## config.mk

```make
export PLATFORM = sky130hd
export DESIGN_NAME = srt_stack_flat
export DESIGN_NICKNAME = d
export VERILOG_FILES = /design/src/common/srt_stack_if.sv /design/src/verilog/srt_stack.sv /design/src/flat_wrapper.sv
export VERILOG_INCLUDE_DIRS = /design/src /design/src/common
export SDC_FILE = /design/constraint.sdc
export NUM_CORES = 1
export LEC_CHECK = 0
export ABC_AREA = 1
export BUFFER_PORTS_ARGS = -buffer_cell sky130_fd_sc_hd__buf_4
export CAP_MARGIN = 25
export CORE_AREA = 5 5 151 153
export CTS_CLUSTER_SIZE = 25
export DETAILED_ROUTE_END_ITERATION = 10
export DIE_AREA = 0 0 156 158
export PLACE_DENSITY = 0.81
export SYNTH_ARGS = -nofsm -noshare
export SYNTH_HDL_FRONTEND = slang
export SYNTH_SLANG_ARGS = --single-unit
```

## constraint.sdc

```tcl
create_clock -name clk -period 4.1 [get_ports clk]
set_input_delay 0.205 -clock clk [delete_from_list [all_inputs] [get_ports clk]]
set_output_delay 0.205 -clock clk [all_outputs]
set_load 0.01 [all_outputs]
```

## src/common/srt_settings.svh

```systemverilog
/* Width and depth settings for the sort-engine sequencer
   Included by every file that sizes a bus, a store or an array */
`ifndef SRT_SETTINGS_SVH
`define SRT_SETTINGS_SVH

// Datapath word width
`define SRT_W 16

// Program counter width
// Also sets the microcode store depth
`define SRT_PC_W 8

// Architectural register count
// Last register acts as link
`define SRT_REG_N 8

// Hardware stack depth in words
// Kept a power of two
`define SRT_STACK_N 16

// Immediate and jump target field width
`define SRT_IMM_W 8

`endif

```

## src/common/srt_stack_if.sv

```systemverilog
/* Command and status link between the execute stage and the stack
   A command with cmd_vld high is applied on that cycle's clock edge */
`timescale 1ns/1ps
`include "srt_settings.svh"

interface srt_stack_if;

  // Command from XA
  logic              cmd_vld;
  // High for PUSH, low for POP
  logic              push;
  logic [`SRT_W-1:0] push_dat;

  // Current top of stack and fill levels
  logic [`SRT_W-1:0] head;
  logic              empty;
  logic              full;

  modport exec (
    output cmd_vld, push, push_dat,
    input  head, empty, full
  );

  modport stack (
    input  cmd_vld, push, push_dat,
    output head, empty, full
  );

endinterface

```

## src/verilog/srt_stack.sv

```systemverilog
/* Hardware LIFO for PUSH and POP with a combinational head
   Overflowing or underflowing commands leave the stack unchanged */
`timescale 1ns/1ps
`include "srt_settings.svh"

module srt_stack (
  input logic        clk,
  input logic        arst_n,
  srt_stack_if.stack stk
);

  // One spare bit so the pointer reaches the full count
  localparam int PTR_W = $clog2(`SRT_STACK_N) + 1;

  logic [PTR_W-1:0]  ptr_q;
  logic [PTR_W-2:0]  top_idx;
  logic              do_push;
  logic              do_pop;
  logic [`SRT_W-1:0] mem [`SRT_STACK_N];

  assign stk.empty = (ptr_q == '0);
  assign stk.full  = (ptr_q == PTR_W'(`SRT_STACK_N));

  // Top entry sits just below the pointer
  assign top_idx  = ptr_q[PTR_W-2:0] - 1'b1;
  assign stk.head = mem[top_idx];

  assign do_push = stk.cmd_vld & stk.push & ~stk.full;
  assign do_pop  = stk.cmd_vld & ~stk.push & ~stk.empty;

  always_ff @(posedge clk or negedge arst_n) begin
    if (!arst_n) begin
      ptr_q <= '0;
    end else if (do_push) begin
      ptr_q <= ptr_q + 1'b1;
    end else if (do_pop) begin
      ptr_q <= ptr_q - 1'b1;
    end
  end

  // Entry storage
  always_ff @(posedge clk) begin
    if (do_push) begin
      mem[ptr_q[PTR_W-2:0]] <= stk.push_dat;
    end
  end

endmodule

```

## src/flat_wrapper.sv

```systemverilog
// flat-port wrapper written by rule: the top's interface ports become plain ports
module srt_stack_flat 
  (clk, arst_n, stk_cmd_vld, stk_push, stk_push_dat, stk_head, stk_empty, stk_full);
  srt_stack_if stk_i ();
  input logic clk;
  input logic arst_n;
  input wire logic [$bits(stk_i.cmd_vld)-1:0] stk_cmd_vld;
  input wire logic [$bits(stk_i.push)-1:0] stk_push;
  input wire logic [$bits(stk_i.push_dat)-1:0] stk_push_dat;
  output wire logic [$bits(stk_i.head)-1:0] stk_head;
  output wire logic [$bits(stk_i.empty)-1:0] stk_empty;
  output wire logic [$bits(stk_i.full)-1:0] stk_full;
  assign stk_i.cmd_vld = stk_cmd_vld;
  assign stk_i.push = stk_push;
  assign stk_i.push_dat = stk_push_dat;
  assign stk_head = stk_i.head;
  assign stk_empty = stk_i.empty;
  assign stk_full = stk_i.full;
  srt_stack u_core (.clk(clk), .arst_n(arst_n), .stk(stk_i));
endmodule
```

==> results.cfg <==
[place]
io_buffer_count = 37
place_ws_ps = 1062
dp_cells = 1409
dp_hpwl_um = 15440
dpl-instance-area_mm2 = 0.01213
gp_congestion = 0.8492

[timing]
setup_viol = 0
setup_tns_ps = 0
tightest_slew_ps = 1031
whs_ps = 15.50
finalHoldViolCount = 0
report.final.slew_viol_count = 0
fin_skew_ps = 16.47
fin_crit_ps = 3608
timing.slew.headroom = 0.3122
worst_slack_ps = 491.5
grt_setup_unrepaired = no
fmax_mhz = 277.1
post-route-period-util = 0.8801

[global_routing]
grtUsageTotal = 0.2164
grt_max_degree = 109
grt-busiest-layer = met2
grt_antenna_before_repair = 1
use_met1 = 0.2849
grt-ovfl-total = 0
grt_pass1_vias = 7789
grtUsageMet3 = 0.03882
grtUsageMet2 = 0.3650
grt_pass1_wl_um = 41090

[power]
seqPwrFrac = 0.331
power.density_mw_per_mm2 = 749.8
switchingPower_mw = 4.016
power_frac_clock = 0.220
fin_total_pwr_mw = 9.777
internal-power_mw = 5.760
p_sw_frac = 0.4108
ir_drop_mv = 0.5112
pwr-share-comb = 0.449
power_leakage_nw = 5.645

[setup_path]
cp_max_fo = 51
r2r_slack_ps = 1100
end_kind = primary output
crit_path_end = stk_head[12]
start_kind = flip-flop
worstSetupPathType = reg -> out
required_ps = 3890
cp.arrival_ps = 3400
rr_worst_depth = 7
rr_startpoint = u_core.ptr_q[0]
r2r_end = u_core.mem[3][9]
critPathLaunch = u_core.ptr_q[0]

[final_layout]
fillers = 1608
regArea_mm2 = 0.007816
multiInputGateArea_mm2 = 0.002715
area_delta_synth_final_pct = 12.77
fin_util = 0.6088
drive_above_1_share = 0.1053
final_nets = 1198
design_area_mm2 = 0.01304
fin_cells = 1468

[detailed_routing]
drcViolationCount = 0
ant_nets = 0
vias_per_cell = 5.371
drt-total-wl_um = 26580
wl_per_cell_um = 18.11
drt_iter0_markers = 744
num_vias = 7885
drtPass1Iterations = 5

[synthesis]
ys_types = 24
yosysMostFrequentCell = nand2_1
postSynthCellCount = 1120
synth-simple-area-share = 0.2135
synth_xor_area_frac = 0.004328
async_flop_share = 0.01916
synth_top_family_by_area = simple AND/OR/NAND/NOR gates
synth-compound-area-share = 0.001298
yosys-top-cells-count = nand2_1 (356), edfxtp_1 (256), inv_1 (204)
synth_largest_area_cell = edfxtp_1
ys_warn_count = 0
synth_top_area_frac = 0.6648
synth_area_mm2 = 0.01156
synth_edf_count = 256
synthAdderAreaFrac = 0.01039
synth_ff_type = edfxtp_1
synthMuxAreaShare = 0
synth_nets = 1149
synth_area_leaders = edfxtp_1 (66%), nand2_1 (12%), nand3_1 (8.7%)
synth.ff_latch_count = 261
synth-seq-area-share = 0.6756
syn_avg_cell_area_um2 = 10.32

[die]
io_pins = 38
dieHeight_um = 158
rows = 54
start_util = 0.5399
die_w_um = 156
die_area_mm2 = 0.02465
core_mm2 = 0.02142

[clocking]
cts_buffers = 26
clock_latency_ps = 540
clock_sinks = 261
cts-root-buf = clkbuf_16
cts.clk_slew.worst_paths_ps = 60
cts_resized = 0
htreeDepth = 1
cts_tree = built
clk_path_buf_depth = 3

[hold_path]
hp-class = in -> reg
hold_depth = 1

[run_status]
status = completed

[flow_run]
cap_viol_max_count = 0
power by group through the flow:
stage	sequential, mW	combinational [mW]	clock, mW
floorplan	3.18	2.95	0
global placement	3.28	4.21	0
finish	3.23	4.39	2.15
global route	3.25	4.82	2.29
CTS	3.23	4.33	2.17
detailed placement	3.28	4.30	0
placed cells by master, fill, tap and decap left out, drive strengths merged:
cell,instances
nand3b,1
nand2,359
ha,8
inv,207
fa,1
xor2,3
nand4,1
nand3,203
diode,1
dlygate4sd3,10
nor2,17
dfrtp,5
buf,62
edfxtp,256
clkbuf,34
clkinv,13
a21oi,1
o21ai,2
nor3,3
xnor2,1
worst max-delay path, cell delays in order (launching register included):
cell,delay (ps)
dfrtp_4,810
clkinv_2,130
ha_2,440
inv_2,530
buf_12,320
nand3_1,100
nand3_1,80
nand3_1,110
nand2_1,180
buf_4,150
flip-flops by register name, summed over array words and instances, names as in the netlist:
signal        cells
u_core.mem      256
u_core.ptr_q      5
worst min-delay path by stage:
stage	slack (ps)	endpoint	startpoint
floorplan	-90	u_core.ptr_q[0]	arst_n
global placement	30	u_core.ptr_q[0]	arst_n
detailed placement	30	u_core.ptr_q[0]	arst_n
CTS	2	u_core.mem[12][5]	stk_push_dat[5]
global route	8	u_core.mem[12][5]	stk_push_dat[5]
finish	20	u_core.mem[12][5]	stk_push_dat[5]
kinds of logic after synthesis:
| logic type | count (synthesis) |
|---|---|
| adders and majority gates | 9 |
| and+or+nand+nor | 584 |
| buffers and inverters | 259 |
| xor gates and xnor gates | 4 |
| AOI/OAI and AO/OA | 3 |
| DFF | 261 |
metal layers:
metal | vias to the layer above | part of all wire
li1 | 3708 | -
met1 | 3750 | 0.40
met2 | 354 | 0.48
met3 | 73 | 0.091
met4 | 0 | 0.035
met5 | - | 0
timing repair:
action / 4_1_cts / 5_1_grt
endpoints found under the hold margin: 149 / 0
hold buffers: 10 / 0
setup buffers: 0 / 0
layout make-up:
class / count / share of cell area
Tap cell: 280 / 0.02687
Antenna cell: 1 / 0.0001919
Timing Repair Buffer: 72 / 0.04644
Multi-Input combinational cell: 600 / 0.2082
Sequential cell: 261 / 0.5994
Clock inverter: 12 / 0.004989
Clock buffer: 34 / 0.05373
Inverter: 208 / 0.06016
Note: power is estimated with default switching activity, not from simulation.
